$ cat src/hdl/emesh_axi_defs.svh
`ifndef EMESH_AXI_DEFS_SVH
`define EMESH_AXI_DEFS_SVH

//############################################################
// emesh side
//############################################################
`define EMESH_AW 32  // emesh address width
`define EMESH_DW 32  // emesh data width

//############################################################
// axi side
//############################################################
`define AXI_DW   64  // axi data bus width
`define AXI_STW  8   // one strobe per data byte
`define AXI_IDW  6   // id width, ids are tied to 0

// queue depths, entries
`define WR_DEPTH 4   // write packet queue
`define RD_DEPTH 4   // read request queue and outstanding tags

`endif

$ cat src/hdl/emesh_pkg.sv
`include "emesh_axi_defs.svh"

package emesh_pkg;

   // transfer size of one emesh access
   typedef enum logic [1:0] {
      DM_BYTE   = 2'd0,  // 8 bit
      DM_HALF   = 2'd1,  // 16 bit
      DM_WORD   = 2'd2,  // 32 bit
      DM_DOUBLE = 2'd3   // 64 bit, upper word rides in srcaddr
   } datamode_e;

   // full emesh packet, 103 bits
   typedef struct packed {
      logic                 write;     // 1 write, 0 read
      datamode_e            datamode;
      logic [3:0]           ctrlmode;  // passed through untouched
      logic [`EMESH_AW-1:0] dstaddr;   // target address
      logic [`EMESH_AW-1:0] srcaddr;   // return address, or upper data word
      logic [`EMESH_DW-1:0] data;      // lower data word
   } emesh_packet_t;

endpackage

$ cat src/hdl/axi_pkg.sv
`include "emesh_axi_defs.svh"

package axi_pkg;

   typedef logic [31:0]          axi_addr_t;  // byte address
   typedef logic [`AXI_DW-1:0]   axi_data_t;  // one data beat
   typedef logic [`AXI_STW-1:0]  axi_strb_t;  // byte lane enables
   typedef logic [2:0]           axi_size_t;  // log2 of bytes per beat

   // response codes
   typedef enum logic [1:0] {
      RESP_OKAY   = 2'b00,
      RESP_EXOKAY = 2'b01,
      RESP_SLVERR = 2'b10,
      RESP_DECERR = 2'b11
   } axi_resp_e;

   // what a read needs to build its reply once R data is back.
   // offset keeps dstaddr[2:0]; bit 2 is the lane select, bits 1:0 the byte
   // offset inside the lane
   typedef struct packed {
      logic [2:0]           offset;    // lane select and byte offset
      emesh_pkg::datamode_e datamode;  // size of the reply
      logic [3:0]           ctrlmode;  // echoed back
      logic [`EMESH_AW-1:0] retaddr;   // requester srcaddr
   } rd_tag_t;

endpackage

$ cat src/hdl/packet_fifo.sv
`timescale 1ns/1ns

module packet_fifo #(
   parameter int  DEPTH   = 4,
   parameter type entry_t = logic
) (
   input  logic   aclk,
   input  logic   rst,
   input  logic   push,       // ignored while full
   input  entry_t push_data,
   input  logic   pop,        // ignored while empty
   output entry_t pop_data,   // show-ahead head entry
   output logic   empty,
   output logic   full
);

   localparam int PW = (DEPTH > 1) ? $clog2(DEPTH) : 1;
   localparam int CW = $clog2(DEPTH + 1);

   entry_t        mem [DEPTH];  // circular storage
   logic [PW-1:0] wr_ptr;
   logic [PW-1:0] rd_ptr;
   logic [CW-1:0] count;        // entries held
   logic          do_push;
   logic          do_pop;

   function automatic logic [PW-1:0] next_ptr(input logic [PW-1:0] p);
      return (p == PW'(DEPTH - 1)) ? '0 : p + 1'b1;  // wrap for any depth
   endfunction

   assign do_push  = push & ~full;
   assign do_pop   = pop & ~empty;
   assign empty    = (count == '0);
   assign full     = (count == CW'(DEPTH));
   assign pop_data = mem[rd_ptr];

   always_ff @(posedge aclk) begin
      if (rst) begin
         wr_ptr <= '0;
         rd_ptr <= '0;
         count  <= '0;
      end else begin
         if (do_push) wr_ptr <= next_ptr(wr_ptr);
         if (do_pop) rd_ptr <= next_ptr(rd_ptr);
         case ({do_push, do_pop})
            2'b10:   count <= count + 1'b1;
            2'b01:   count <= count - 1'b1;
            default: count <= count;  // both or neither
         endcase
      end
   end

   always_ff @(posedge aclk) begin
      if (do_push) mem[wr_ptr] <= push_data;  // payload only
   end

endmodule

$ cat src/hdl/axi_master_wr.sv
`timescale 1ns/1ns
`include "emesh_axi_defs.svh"

module axi_master_wr (
   input  logic                 aclk,
   input  logic                 rst,
   input  logic                 emesh_access_outb,
   input  logic                 emesh_write_outb,
   input  logic [1:0]           emesh_datamode_outb,
   input  logic [3:0]           emesh_ctrlmode_outb,
   input  logic [`EMESH_AW-1:0] emesh_dstaddr_outb,
   input  logic [`EMESH_AW-1:0] emesh_srcaddr_outb,
   input  logic [`EMESH_DW-1:0] emesh_data_outb,
   input  logic                 awready,
   input  logic                 wready,
   input  logic                 bvalid,
   output logic                 emesh_wr_wait_inb,
   output axi_pkg::axi_addr_t   awaddr,
   output axi_pkg::axi_size_t   awsize,
   output logic                 awvalid,
   output axi_pkg::axi_data_t   wdata,
   output axi_pkg::axi_strb_t   wstrb,
   output logic                 wlast,
   output logic                 wvalid,
   output logic                 bready
);

   emesh_pkg::emesh_packet_t in_pkt;     // packet at the emesh port
   emesh_pkg::emesh_packet_t head;       // oldest queued write
   logic                     fifo_empty;
   logic                     fifo_full;
   logic                     accept;     // packet taken this cycle
   logic                     busy;       // a beat still waits for ready
   logic                     load;       // start next beat, pops queue
   logic [2:0]               ofs;        // byte offset in the 64 bit beat
   axi_pkg::axi_strb_t       strb_base;  // strobes before shifting

   //############################################################
   // emesh intake
   //############################################################
   assign accept            = emesh_access_outb & emesh_write_outb & ~fifo_full;
   assign emesh_wr_wait_inb = fifo_full;  // sender holds while high

   assign in_pkt = '{write:    emesh_write_outb,
                     datamode: emesh_pkg::datamode_e'(emesh_datamode_outb),
                     ctrlmode: emesh_ctrlmode_outb,
                     dstaddr:  emesh_dstaddr_outb,
                     srcaddr:  emesh_srcaddr_outb,
                     data:     emesh_data_outb};

   packet_fifo #(
      .DEPTH   (`WR_DEPTH),
      .entry_t (emesh_pkg::emesh_packet_t)
   ) u_wr_fifo (
      .aclk      (aclk),
      .rst       (rst),
      .push      (accept),
      .push_data (in_pkt),
      .pop       (load),
      .pop_data  (head),
      .empty     (fifo_empty),
      .full      (fifo_full)
   );

   //############################################################
   // aw and w beats
   //############################################################
   assign busy = (awvalid & ~awready) | (wvalid & ~wready);  // either beat pending
   assign load = ~busy & ~fifo_empty;  // both beats done, next entry waiting
   assign ofs  = head.dstaddr[2:0];

   always_comb begin
      case (head.datamode)
         emesh_pkg::DM_BYTE: strb_base = 8'h01;
         emesh_pkg::DM_HALF: strb_base = 8'h03;
         emesh_pkg::DM_WORD: strb_base = 8'h0f;
         default:            strb_base = 8'hff;  // double, whole beat
      endcase
   end

   always_ff @(posedge aclk) begin
      if (rst) begin
         awvalid <= 1'b0;
         wvalid  <= 1'b0;
      end else begin
         awvalid <= load | (awvalid & ~awready);  // rise together
         wvalid  <= load | (wvalid & ~wready);    // drop on own ready
      end
   end

   always_ff @(posedge aclk) begin
      if (load) begin
         awaddr <= {head.dstaddr[31:3], 3'b000};  // beat aligned
         awsize <= axi_pkg::axi_size_t'({1'b0, head.datamode});
         if (head.datamode == emesh_pkg::DM_DOUBLE) begin
            wdata <= {head.srcaddr, head.data};   // upper word from srcaddr
            wstrb <= strb_base;
         end else begin
            wdata <= {32'h0, head.data} << {ofs, 3'b000};  // into its byte lanes
            wstrb <= strb_base << ofs;
         end
      end
   end

   assign wlast = 1'b1;  // single beat bursts
   assign bready = 1'b1;  // responses always sunk, never inspected

endmodule

$ cat src/hdl/axi_master_rd.sv
`timescale 1ns/1ns
`include "emesh_axi_defs.svh"

module axi_master_rd (
   input  logic                 aclk,
   input  logic                 rst,
   input  logic                 emesh_access_outb,
   input  logic                 emesh_write_outb,
   input  logic [1:0]           emesh_datamode_outb,
   input  logic [3:0]           emesh_ctrlmode_outb,
   input  logic [`EMESH_AW-1:0] emesh_dstaddr_outb,
   input  logic [`EMESH_AW-1:0] emesh_srcaddr_outb,
   input  logic [`EMESH_DW-1:0] emesh_data_outb,
   input  logic                 emesh_wr_wait_outb,
   input  logic                 arready,
   input  axi_pkg::axi_data_t   rdata,
   input  logic                 rvalid,
   input  logic                 rlast,
   output logic                 emesh_rd_wait_inb,
   output axi_pkg::axi_addr_t   araddr,
   output axi_pkg::axi_size_t   arsize,
   output logic                 arvalid,
   output logic                 rready,
   output logic                 emesh_access_inb,
   output logic                 emesh_write_inb,
   output logic [1:0]           emesh_datamode_inb,
   output logic [3:0]           emesh_ctrlmode_inb,
   output logic [`EMESH_AW-1:0] emesh_dstaddr_inb,
   output logic [`EMESH_AW-1:0] emesh_srcaddr_inb,
   output logic [`EMESH_DW-1:0] emesh_data_inb
);

   emesh_pkg::emesh_packet_t in_pkt;
   emesh_pkg::emesh_packet_t req;        // oldest queued read
   axi_pkg::rd_tag_t         new_tag;    // tag of the read being issued
   axi_pkg::rd_tag_t         tag;        // tag of the read being answered
   logic                     req_empty;
   logic                     req_full;
   logic                     tag_empty;
   logic                     tag_full;
   logic                     accept;
   logic                     load;       // ar beat starts, tag pushed
   logic                     r_hs;       // r beat taken
   logic [31:0]              lane_word;
   logic [31:0]              shifted;
   logic [`EMESH_DW-1:0]     reply_data;

   assign accept            = emesh_access_outb & ~emesh_write_outb & ~req_full;
   assign emesh_rd_wait_inb = req_full;

   assign in_pkt = '{write:    emesh_write_outb,
                     datamode: emesh_pkg::datamode_e'(emesh_datamode_outb),
                     ctrlmode: emesh_ctrlmode_outb,
                     dstaddr:  emesh_dstaddr_outb,
                     srcaddr:  emesh_srcaddr_outb,
                     data:     emesh_data_outb};

   packet_fifo #(.DEPTH(`RD_DEPTH), .entry_t(emesh_pkg::emesh_packet_t)) u_req_fifo (
      .aclk(aclk), .rst(rst), .push(accept), .push_data(in_pkt), .pop(load),
      .pop_data(req), .empty(req_empty), .full(req_full)
   );

   //############################################################
   // ar issue, one tag per outstanding read
   //############################################################
   assign load    = (~arvalid | arready) & ~req_empty & ~tag_full;  // tag slot needed
   assign new_tag = '{offset:   req.dstaddr[2:0],
                      datamode: req.datamode,
                      ctrlmode: req.ctrlmode,
                      retaddr:  req.srcaddr};

   packet_fifo #(.DEPTH(`RD_DEPTH), .entry_t(axi_pkg::rd_tag_t)) u_tag_fifo (
      .aclk(aclk), .rst(rst), .push(load), .push_data(new_tag), .pop(r_hs & rlast),
      .pop_data(tag), .empty(tag_empty), .full(tag_full)
   );

   always_ff @(posedge aclk) begin
      if (rst) arvalid <= 1'b0;
      else arvalid <= load | (arvalid & ~arready);
   end

   always_ff @(posedge aclk) begin
      if (load) begin
         araddr <= {req.dstaddr[31:3], 3'b000};
         arsize <= axi_pkg::axi_size_t'({1'b0, req.datamode});
      end
   end

   //############################################################
   // r data back to emesh
   //############################################################
   // free output slot, or one leaving this cycle; no tag means no read in flight
   assign rready    = (~emesh_access_inb | ~emesh_wr_wait_outb) & ~tag_empty;
   assign r_hs      = rvalid & rready;
   assign lane_word = tag.offset[2] ? rdata[63:32] : rdata[31:0];
   assign shifted   = lane_word >> {tag.offset[1:0], 3'b000};  // drop lower bytes

   always_comb begin
      case (tag.datamode)
         emesh_pkg::DM_BYTE: reply_data = {24'h0, shifted[7:0]};
         emesh_pkg::DM_HALF: reply_data = {16'h0, shifted[15:0]};
         emesh_pkg::DM_WORD: reply_data = shifted;
         default:            reply_data = rdata[31:0];  // double, lower word
      endcase
   end

   always_ff @(posedge aclk) begin
      if (rst) emesh_access_inb <= 1'b0;
      else if (r_hs) emesh_access_inb <= 1'b1;             // one cycle after r
      else if (~emesh_wr_wait_outb) emesh_access_inb <= 1'b0;  // drained
   end

   always_ff @(posedge aclk) begin
      if (r_hs) begin
         emesh_write_inb    <= 1'b1;  // replies are writes
         emesh_datamode_inb <= tag.datamode;
         emesh_ctrlmode_inb <= tag.ctrlmode;
         emesh_dstaddr_inb  <= tag.retaddr;
         emesh_data_inb     <= reply_data;
         emesh_srcaddr_inb  <= (tag.datamode == emesh_pkg::DM_DOUBLE) ? rdata[63:32] : '0;
      end
   end

endmodule

$ cat src/hdl/axi_master.sv
`timescale 1ns/1ns
`include "emesh_axi_defs.svh"

module axi_master (
   input  logic                 aclk,
   input  logic                 rst,
   // write address
   output logic [`AXI_IDW-1:0]  awid,
   output axi_pkg::axi_addr_t   awaddr,
   output logic [3:0]           awlen,
   output axi_pkg::axi_size_t   awsize,
   output logic [1:0]           awburst,
   output logic [1:0]           awlock,
   output logic [3:0]           awcache,
   output logic [2:0]           awprot,
   output logic [3:0]           awqos,
   output logic                 awvalid,
   input  logic                 awready,
   // write data
   output logic [`AXI_IDW-1:0]  wid,
   output axi_pkg::axi_data_t   wdata,
   output axi_pkg::axi_strb_t   wstrb,
   output logic                 wlast,
   output logic                 wvalid,
   input  logic                 wready,
   // write response, sunk
   input  logic [`AXI_IDW-1:0]  bid,
   input  axi_pkg::axi_resp_e   bresp,
   input  logic                 bvalid,
   output logic                 bready,
   // read address
   output logic [`AXI_IDW-1:0]  arid,
   output axi_pkg::axi_addr_t   araddr,
   output logic [3:0]           arlen,
   output axi_pkg::axi_size_t   arsize,
   output logic [1:0]           arburst,
   output logic [1:0]           arlock,
   output logic [3:0]           arcache,
   output logic [2:0]           arprot,
   output logic [3:0]           arqos,
   output logic                 arvalid,
   input  logic                 arready,
   // read data
   input  logic [`AXI_IDW-1:0]  rid,
   input  axi_pkg::axi_data_t   rdata,
   input  axi_pkg::axi_resp_e   rresp,
   input  logic                 rlast,
   input  logic                 rvalid,
   output logic                 rready,
   // emesh from the mesh
   input  logic                 emesh_access_outb,
   input  logic                 emesh_write_outb,
   input  logic [1:0]           emesh_datamode_outb,
   input  logic [3:0]           emesh_ctrlmode_outb,
   input  logic [`EMESH_AW-1:0] emesh_dstaddr_outb,
   input  logic [`EMESH_AW-1:0] emesh_srcaddr_outb,
   input  logic [`EMESH_DW-1:0] emesh_data_outb,
   input  logic                 emesh_wr_wait_outb,
   // emesh back to the mesh
   output logic                 emesh_access_inb,
   output logic                 emesh_write_inb,
   output logic [1:0]           emesh_datamode_inb,
   output logic [3:0]           emesh_ctrlmode_inb,
   output logic [`EMESH_AW-1:0] emesh_dstaddr_inb,
   output logic [`EMESH_AW-1:0] emesh_srcaddr_inb,
   output logic [`EMESH_DW-1:0] emesh_data_inb,
   output logic                 emesh_wr_wait_inb,
   output logic                 emesh_rd_wait_inb
);

   //############################################################
   // fixed fields, single id and single beat
   //############################################################
   assign awid    = '0;
   assign wid     = '0;
   assign arid    = '0;     // in order replies
   assign awlen   = 4'h0;   // one beat
   assign arlen   = 4'h0;
   assign awburst = 2'b01;  // incr
   assign arburst = 2'b01;
   assign awlock  = 2'b00;  // normal access
   assign arlock  = 2'b00;
   assign awcache = 4'b0011;  // bufferable, modifiable
   assign arcache = 4'b0011;
   assign awprot  = 3'b000;
   assign arprot  = 3'b000;
   assign awqos   = 4'h0;   // axi4 only, held at 0
   assign arqos   = 4'h0;

   axi_master_wr u_wr (.*);  // aw, w, b

   axi_master_rd u_rd (.*);  // ar, r, reply packets

endmodule

$ cat config.mk
export PLATFORM = sky130hd
export DESIGN_NAME = axi_master
export DESIGN_NICKNAME = d
export VERILOG_FILES = /design/src/hdl/emesh_pkg.sv /design/src/hdl/axi_pkg.sv /design/src/hdl/packet_fifo.sv /design/src/hdl/axi_master_wr.sv /design/src/hdl/axi_master_rd.sv /design/src/hdl/axi_master.sv
export VERILOG_INCLUDE_DIRS = /design/src /design/src/hdl
export SDC_FILE = /design/constraint.sdc
export NUM_CORES = 1
export LEC_CHECK = 0
export BUFFER_PORTS_ARGS = -buffer_cell sky130_fd_sc_hd__buf_4
export CAP_MARGIN = 20
export CORE_MARGIN = 4
export CORE_UTILIZATION = 52
export CTS_CLUSTER_DIAMETER = 120
export DETAILED_ROUTE_END_ITERATION = 10
export PLACE_DENSITY = 0.72
export RECOVER_POWER = 50
export SLEW_MARGIN = 20
export SYNTH_ARGS = -nofsm -noshare
export SYNTH_HDL_FRONTEND = slang
export SYNTH_SLANG_ARGS = --single-unit
$ cat constraint.sdc
create_clock -name aclk -period 11.6 [get_ports aclk]
set_clock_uncertainty 0.1 [all_clocks]
set_input_delay 2.32 -clock aclk [delete_from_list [all_inputs] [get_ports aclk]]
set_output_delay 2.32 -clock aclk [all_outputs]
set_load 0.03 [all_outputs]
After elaboration in Yosys (flattened, before gate mapping)
Memories as Yosys holds them, arrays and structs flattened. A register that Yosys moved wholly into a read port is not among the register bits.
Index checks and enable logic that the tools add are counted.
{"block": "totals", "output_inout_bits": 310, "wordCells": 139, "regBits": 261, "n_memories": 3, "ramBits": 988, "input_bits": 193}
{"block": "classes", "eq_ne": 22, "add_sub_neg": 12, "n_shift": 3, "n_reduce_logical": 8, "muxes": 28, "bitwise_logic": 39}
{"memory": "u_rd.u_req_fifo.mem", "depth": 4, "word_bits": 103, "rd": 1, "rd_ports_with_merged_regs": 1, "write_ports": 1, "line_no": "packet_fifo.sv:20", "text": "entry_t mem [DEPTH];"}
{"memory": "u_wr.u_wr_fifo.mem", "depth": 4, "word_bits": 103, "rd": 1, "rd_ports_with_merged_regs": 1, "write_ports": 1, "line_no": "packet_fifo.sv:20"}
{"memory": "u_rd.u_tag_fifo.mem", "depth": 4, "word_bits": 41, "rd": 1, "rd_ports_with_merged_regs": 1, "write_ports": 1, "line_no": "packet_fifo.sv:20"}
{"cell": "32-bit one-hot mux with 3 select lines", "n": 1}
{"cell": "64-bit 2-to-1 mux", "n": 1}
{"cell": "32-bit by 6-bit left shift with 64-bit output", "n": 1}
{"cell": "32-bit 2-to-1 mux", "n": 1}
{"cell": "32-bit by 5-bit right shift with 32-bit output", "n": 1}
{"cell": "2-bit == test (second input constant)", "n": 13}
{"cell": "2-bit 2-to-1 mux", "n": 12}
{"cell": "8-bit one-hot mux with 3 select lines", "n": 1}
{"cell": "1-bit bitwise AND", "n": 19}
{"cell": "3-bit one-hot mux with 2 select lines", "n": 3}
{"cell": "1-bit inverter", "n": 14}
{"cell": "2-bit by 1-bit adder with 2-bit output (second input constant)", "n": 6}
{"cell": "2-bit by 1-bit == test with 1-bit output (second input constant)", "n": 5}
{"cell": "3-bit by 1-bit adder with 3-bit output (second input constant)", "n": 3}
{"cell": "3-bit == test (second input constant)", "n": 3}
{"cell": "3-bit logical NOT", "n": 3}
{"cell": "3-bit by 1-bit subtractor with 3-bit output (second input constant)", "n": 3}
{"cell": "1-bit 2-to-1 mux", "n": 8}
{"cell": "8-bit 2-to-1 mux", "n": 1}
{"cell": "8-bit by 3-bit left shift with 8-bit output", "n": 1}
{"cell": "1-bit bitwise OR", "n": 6}
{"cell": "2-bit nonzero test", "n": 3}
{"cell": "2-bit logical NOT", "n": 2}
{"cell": "2-bit by 1-bit inequality test with 1-bit output (second input constant)", "n": 1}

Logic depth before layout (Yosys ltp)
{"block": "depth", "word_depth": 8, "mapped_depth": 11, "depth_no_buf": 10}

Hierarchy
A second synthesis with hierarchy kept.
{"block": "unflattened", "cells_unflattened": 2259, "area_unflattened_um2": 48387.7}
{"mod": "packet_fifo at u_rd.u_req_fifo ...", "seq_area_each_um2": 12552.0, "n_inst": 2, "area_each_um2": 15359.7, "cells_each": 592}
{"mod": "packet_fifo at u_rd.u_tag_fifo", "seq_area_each_um2": 5104.9, "n_inst": 1, "area_each_um2": 6406.1, "cells_each": 269}
{"mod": "axi_master_rd", "seq_area_each_um2": 4033.9, "n_inst": 1, "area_each_um2": 5974.5, "cells_each": 398}
{"mod": "axi_master_wr", "seq_area_each_um2": 3133.0, "n_inst": 1, "area_each_um2": 4859.7, "cells_each": 350}
{"mod": "axi_master", "seq_area_each_um2": 0.0, "n_inst": 1, "area_each_um2": 427.9, "cells_each": 58}

Worst setup path before layout
Ideal clock, no wire load.
{"block": "synth_path", "path_kind": "input-to-reg", "from": "input rvalid", "to": "register u_rd.u_tag_fifo.count[2]", "arrival_time_ns": 12.277, "path_buffers": 0, "stages": 10, "setup_slack_ns": -0.847, "required_ns": 11.430, "setup_time_ns": 0.070, "cell_sequence": "inv_1 a211oi_1 nand2_1 inv_1 ha_1 inv_1 fa_1 xor2_1 or3_1 a21oi_1"}
{"block": "synth_between", "elab_chain_cells": 5, "elab_cells_between_ends": 7, "classes_between": "eq/ne: 2; mux: 1; bitwise: 3; reduce/logical: 1"}
{"item": "start: declaration", "line_no": "axi_master.sv:48", "text": "input logic rvalid,"}
{"item": "1-bit bitwise AND (*)", "line_no": "axi_master_rd.sv:94", "text": "assign r_hs = rvalid & rready;"}
{"item": "via u_rd.r_hs", "line_no": "axi_master_rd.sv:43", "text": "logic r_hs;"}
{"item": "1-bit bitwise AND (*)", "line_no": "axi_master_rd.sv:73", "text": ".aclk(aclk), .rst(rst), .push(load), .push_data(new_tag), .pop(r_hs & rlast),"}
{"item": "1-bit bitwise AND (*)", "line_no": "packet_fifo.sv:32", "text": "assign do_pop = pop & ~empty;"}
{"item": "via u_rd.u_tag_fifo.do_pop", "line_no": "packet_fifo.sv:25", "text": "logic do_pop;"}
{"item": "2-bit by 1-bit == test with 1-bit output / 2-bit == test (equally long branches)", "line_no": "packet_fifo.sv:45", "text": "case ({do_push, do_pop})"}
{"item": "3-bit one-hot mux with 2 select lines / 2-bit nonzero test (equally long branches)"}
{"item": "end signal: assignment", "line_no": "packet_fifo.sv:46", "text": "2'b10: count <= count + 1'b1;"}
{"item": "end signal: assignment", "line_no": "packet_fifo.sv:47", "text": "2'b01: count <= count - 1'b1;"}
{"item": "end signal: assignment", "line_no": "packet_fifo.sv:48", "text": "default: count <= count;"}
{"item": "end: declaration", "line_no": "packet_fifo.sv:23", "text": "logic [CW-1:0] count;"}
Mark *: on every way through the listed nets, which the timed path passes. The rest lies on a longest branch.
A chain may end at the register's enable or synchronous reset.

==> key figures <==
Status
  – Status: complete, but fails checks
  – Failing checks: max-capacitance violations, max-slew violations

Timing
  – Count of final setup violators: 0
  – Time the final worst path needs with I/O delays and setup: 6610 ps
  – Slew margin rel.: -188%
  – Transition time of the tightest slew-check pin: 4320 ps
  – Setup tns final: 0 ps
  – Final Slew Violations: 462
  – Final number of hold-violating endpoints: 0
  – Final worst hold slack: 414 ps
  – Unrepaired setup endpoints after global routing: false
  – Final critical-path share of the clock period: 57.0%
  – Maximum clock frequency: 151 MHz

CTS
  – Clock Pin Slew Worst Setup and Hold Paths: 60 ps
  – CTS tree: done
  – Clock Root Buffer: sky130_fd_sc_hd__clkbuf_16
  – Clock latency on the worst-skew pair: 660 ps
  – Number of H-tree levels: 3
  – Quantity of hold-fixing buffers added after cts: 0
  – CTS sink cnt: 1,103
  – Post CTS Setup Buffer Count: 0
  – Clock buffers created by TritonCTS: 107
  – Clock Path Buffers: 3
  – Resized cells post-CTS: 0

Drt
  – Post-detailed-route count of antenna-violating nets: 0
  – Total vias in the final route: 21,000
  – Post-detailed-route via-to-cell ratio: 5.84
  – Wire length reported by the detailed router: 99,200 um
  – DRT iter0 DRCs: 1,833
  – Routed len/inst: 27.6 um
  – Drt pass-1 iters: 6
  – Remaining design rule violation count: 0

Global route
  – Maximum number of pins on one net before global-route repair: 67
  – Global route overflow: 0
  – Number of antenna violations at the first check in global routing: 17
  – Wire length of the first global-routing pass: 143,000 um
  – Via count of the first global-routing pass: 21,400
  – Total routing resource utilization after global routing: 22.9%

Yosys
  – Yosys Warn Count: 0
  – Area of the mapped netlist: 42,200 um2
  – Synthesized instance count: 1,988
  – Sequential-to-total area share from yosys stat: 77.8%
  – Share of flip-flops with an asynchronous set or reset after synthesis: 0%
  – Number of flip-flops and latches in the synthesized netlist: 1,103
  – Avg Cell Area, Syn: 21.2 um2
  – Count of flip-flops with a built-in enable after synthesis: 1,072
  – Top flip-flop cell by instance count after synthesis: sky130_fd_sc_hd__edfxtp_1
  – Yosys cell types: 54

Power and ir drop
  – Sw power: 4.46 mW
  – Worst IR Drop VDD: 162 uV
  – Pwr dens: 271 nW/um2
  – Register share of total power: 42.9%
  – Cell-internal power: 8.91 mW
  – Switching share of power: 33.4%
  – Static power due to leakage: 16.5 nW
  – Fraction of power consumed by combinational cells: 31.1%
  – Share of total power in the clock network: 25.9%

Setup path
  – Family of cells with the greatest summed delay on the critical path: flip-flops
  – CP cell instances: buf_4 > buf_4 > mux4_2 > nand2b_1 > nor2_1 > a222oi_1 > a21oi_1
  – Maximum fanout encountered on the critical timing path: 38
  – Endpoint arrival time on the critical path: 6900 ps
  – Critical path data required time: 11,890 ps
  – Worst-path cell with the longest stage delay: sky130_fd_sc_hd__dfxtp_1
  – Capture point of the worst reg-to-reg path: u_wr.wdata[35]$_DFFE_PP_
  – Critical path's most frequent cell: sky130_fd_sc_hd__buf_4
  – Largest stage delay on the critical path: 2120 ps
  – Critical path type: register to register
  – Type of destination of the critical path: register
  – Worst Path Buf+Inv: 2
  – Category of the worst setup path launch point: register
  – Worst setup slack for register-to-register paths: 4990 ps
  – FF-to-FF path depth: 7

Hold path
  – Worst Min Path Start: u_wr.awvalid$_SDFF_PP0_
  – Endpoint with the worst hold slack: u_wr.awvalid$_SDFF_PP0_
  – Number of stages on the worst hold path: 2
  – Min-Delay Path Class: register to register

Flow run
  – Max-capacitance violation count: 12

Floorplan
  – Core Box Area: 80,400 um2
  – Number of top-level design ports: 503
  – Number of rows in the core area: 104
  – DIE AREA: 85,800 um2
  – Die Height: 293 um
  – Effective utilization at floorplan: 52.5%
  – Width of the chip: 293 um

Placed design
  – Routability congestion estimate: 0.858
  – Final HPWL DP: 62,700 um
  – Total of buffers placed on input and output ports: 418

Final layout
  – Fraction of final layout cells with drive strength greater than 1: 29.0%
  – Number of nets in the final layout: 2,657
  – Utilization after layout: 61.2%
  – Area growth from synthesis to layout: 16.7%
  – Total of fill cells in the finished design: 5,711
## synth_stat cells (4+ instances only)
master,instances,area (um2)
sky130_fd_sc_hd__nor2b_1,15,93.8
sky130_fd_sc_hd__buf_2,27,135
sky130_fd_sc_hd__nand2b_1,15,93.8
sky130_fd_sc_hd__a222oi_1,8,80.1
sky130_fd_sc_hd__mux2_2,11,124
sky130_fd_sc_hd__o21ai_0,22,110
sky130_fd_sc_hd__and3_1,34,213
sky130_fd_sc_hd__dfxtp_1,31,621
sky130_fd_sc_hd__o21a_1,8,60.1
sky130_fd_sc_hd__ha_1,18,225
sky130_fd_sc_hd__edfxtp_1,1072,32200
sky130_fd_sc_hd__o211ai_1,5,37.5
sky130_fd_sc_hd__a221o_1,8,80.1
sky130_fd_sc_hd__xor2_1,6,52.6
sky130_fd_sc_hd__inv_1,26,97.6
sky130_fd_sc_hd__mux4_2,207,4660
sky130_fd_sc_hd__a22o_1,45,394
sky130_fd_sc_hd__a21oi_1,38,190
sky130_fd_sc_hd__buf_4,69,518
sky130_fd_sc_hd__o221ai_1,9,78.8
sky130_fd_sc_hd__or3_1,4,25.0
sky130_fd_sc_hd__buf_1,13,48.8
sky130_fd_sc_hd__and2_1,14,87.6
sky130_fd_sc_hd__clkbuf_1,47,176
sky130_fd_sc_hd__mux2i_1,62,621
sky130_fd_sc_hd__nand2_1,34,128
sky130_fd_sc_hd__a22oi_1,10,75.1
sky130_fd_sc_hd__o2bb2ai_1,9,78.8
sky130_fd_sc_hd__mux2i_4,6,135
sky130_fd_sc_hd__nor2_1,68,255
sky130_fd_sc_hd__a221oi_1,6,52.6
## worst max-delay path by stage
| stage | start | endpoint | cells after the start |
|---|---|---|---|
| after floorplan | awready | u_wr.u_wr_fifo.count[2]$_SDFFE_PP0P_ | 9 |
| after global placement | emesh_write_outb | u_rd.u_req_fifo.mem[0][60]$_DFFE_PP_ | 4 |
| after detailed placement | emesh_wr_wait_outb | rready | 3 |
| after CTS | register | u_wr.wdata[35]$_DFFE_PP_ | 7 |
| after global routing | register | u_wr.wdata[33]$_DFFE_PP_ | 7 |
| final | register | u_wr.wdata[35]$_DFFE_PP_ | 7 |
## sequential cells by signal, indices dropped and copies added (netlist names), 3 cells and up, named ones only
signal,flops
u_wr.u_wr_fifo.mem,392
u_rd.u_req_fifo.mem,280
u_rd.u_tag_fifo.mem,164
u_wr.wdata,64
u_rd.emesh_data_inb,32
u_rd.emesh_dstaddr_inb,32
u_rd.emesh_srcaddr_inb,32
u_rd.araddr,29
u_wr.awaddr,29
u_wr.wstrb,8
u_rd.emesh_ctrlmode_inb,4
u_rd.u_req_fifo.count,3
u_rd.u_tag_fifo.count,3
u_wr.u_wr_fifo.count,3
## through the flow
step	area [um2]	power, mW	std cells	setup slack, ps
floorplan	42400	8.47	2053	2390
global placement	46200	9.88	3394	6080
detailed placement	46200	9.98	3394	6350
global route	49200	13.9	3595	4330
finish	49200	13.4	3599	4990
CTS	49700	13.5	3591	6340
## per-layer routing
layer	routed length [um]	vias up	track usage (%)
met5	83	-	0
met4	3400	14	8.30
met3	9700	184	7.26
met2	48900	929	37.1
met1	37200	10900	29.6
li1	-	8966	-
## power groups by stage
stage | combinational, mW | sequential (mW) | clock, mW
5_1_grt | 4.41 | 5.81 | 3.72
6_report | 4.16 | 5.74 | 3.46
3_5_place_dp | 4.17 | 5.81 | 0
2_1_floorplan | 2.09 | 6.37 | 0
4_1_cts | 4.19 | 5.74 | 3.53
3_3_place_gp | 4.09 | 5.79 | 0
## placed cells by master (no fill, tap or decap), drive strengths merged, types with 18 or more instances in the layout
cell	count
edfxtp	1072
o21ai	24
nor2	70
nand2	34
mux4	209
a22o	45
a21oi	39
dfxtp	31
and3	34
clkbuf	239
mux2i	71
inv	29
buf	332
ha	18
conb	67
clkinv	49
## logic make-up (layout without fill, tap and decap cells)
kind of cell / Yosys count / in the layout / synth area share [%]
AOI/OAI and AO/OA: 181 / 181 / 3.16
xor gates and xnor gates: 7 / 7 / 0.145
adders and majority gates: 21 / 21 / 0.676
buffers and inverters: 188 / 666 / 2.54
DFF: 1103 / 1103 / 77.8
muxes: 294 / 294 / 13.4
other: 2 / 75 / 0.0178
and+or+nand+nor: 192 / 192 / 2.28
## final cells by class
| class | count | area, um2 | share of cell area (%) |
|---|---|---|---|
| multi-input combinational | 762 | 8560 | 17.4 |
| clock buffer | 128 | 2780 | 5.64 |
| tap | 1060 | 1330 | 2.69 |
| inverter | 26 | 97.6 | 0.198 |
| sequential | 1103 | 32800 | 66.6 |
| timing repair buffer | 443 | 2920 | 5.92 |
| clock inverter | 69 | 731 | 1.48 |
| antenna | 8 | 20.0 | 0.0407 |
## worst min-delay path, cell delays in order, from the launching register on
cell and delay [ps]:
sky130_fd_sc_hd__dfxtp_1 310, sky130_fd_sc_hd__nand2b_1 90, sky130_fd_sc_hd__a21oi_1 60
Power figures use the tool's default switching activity.
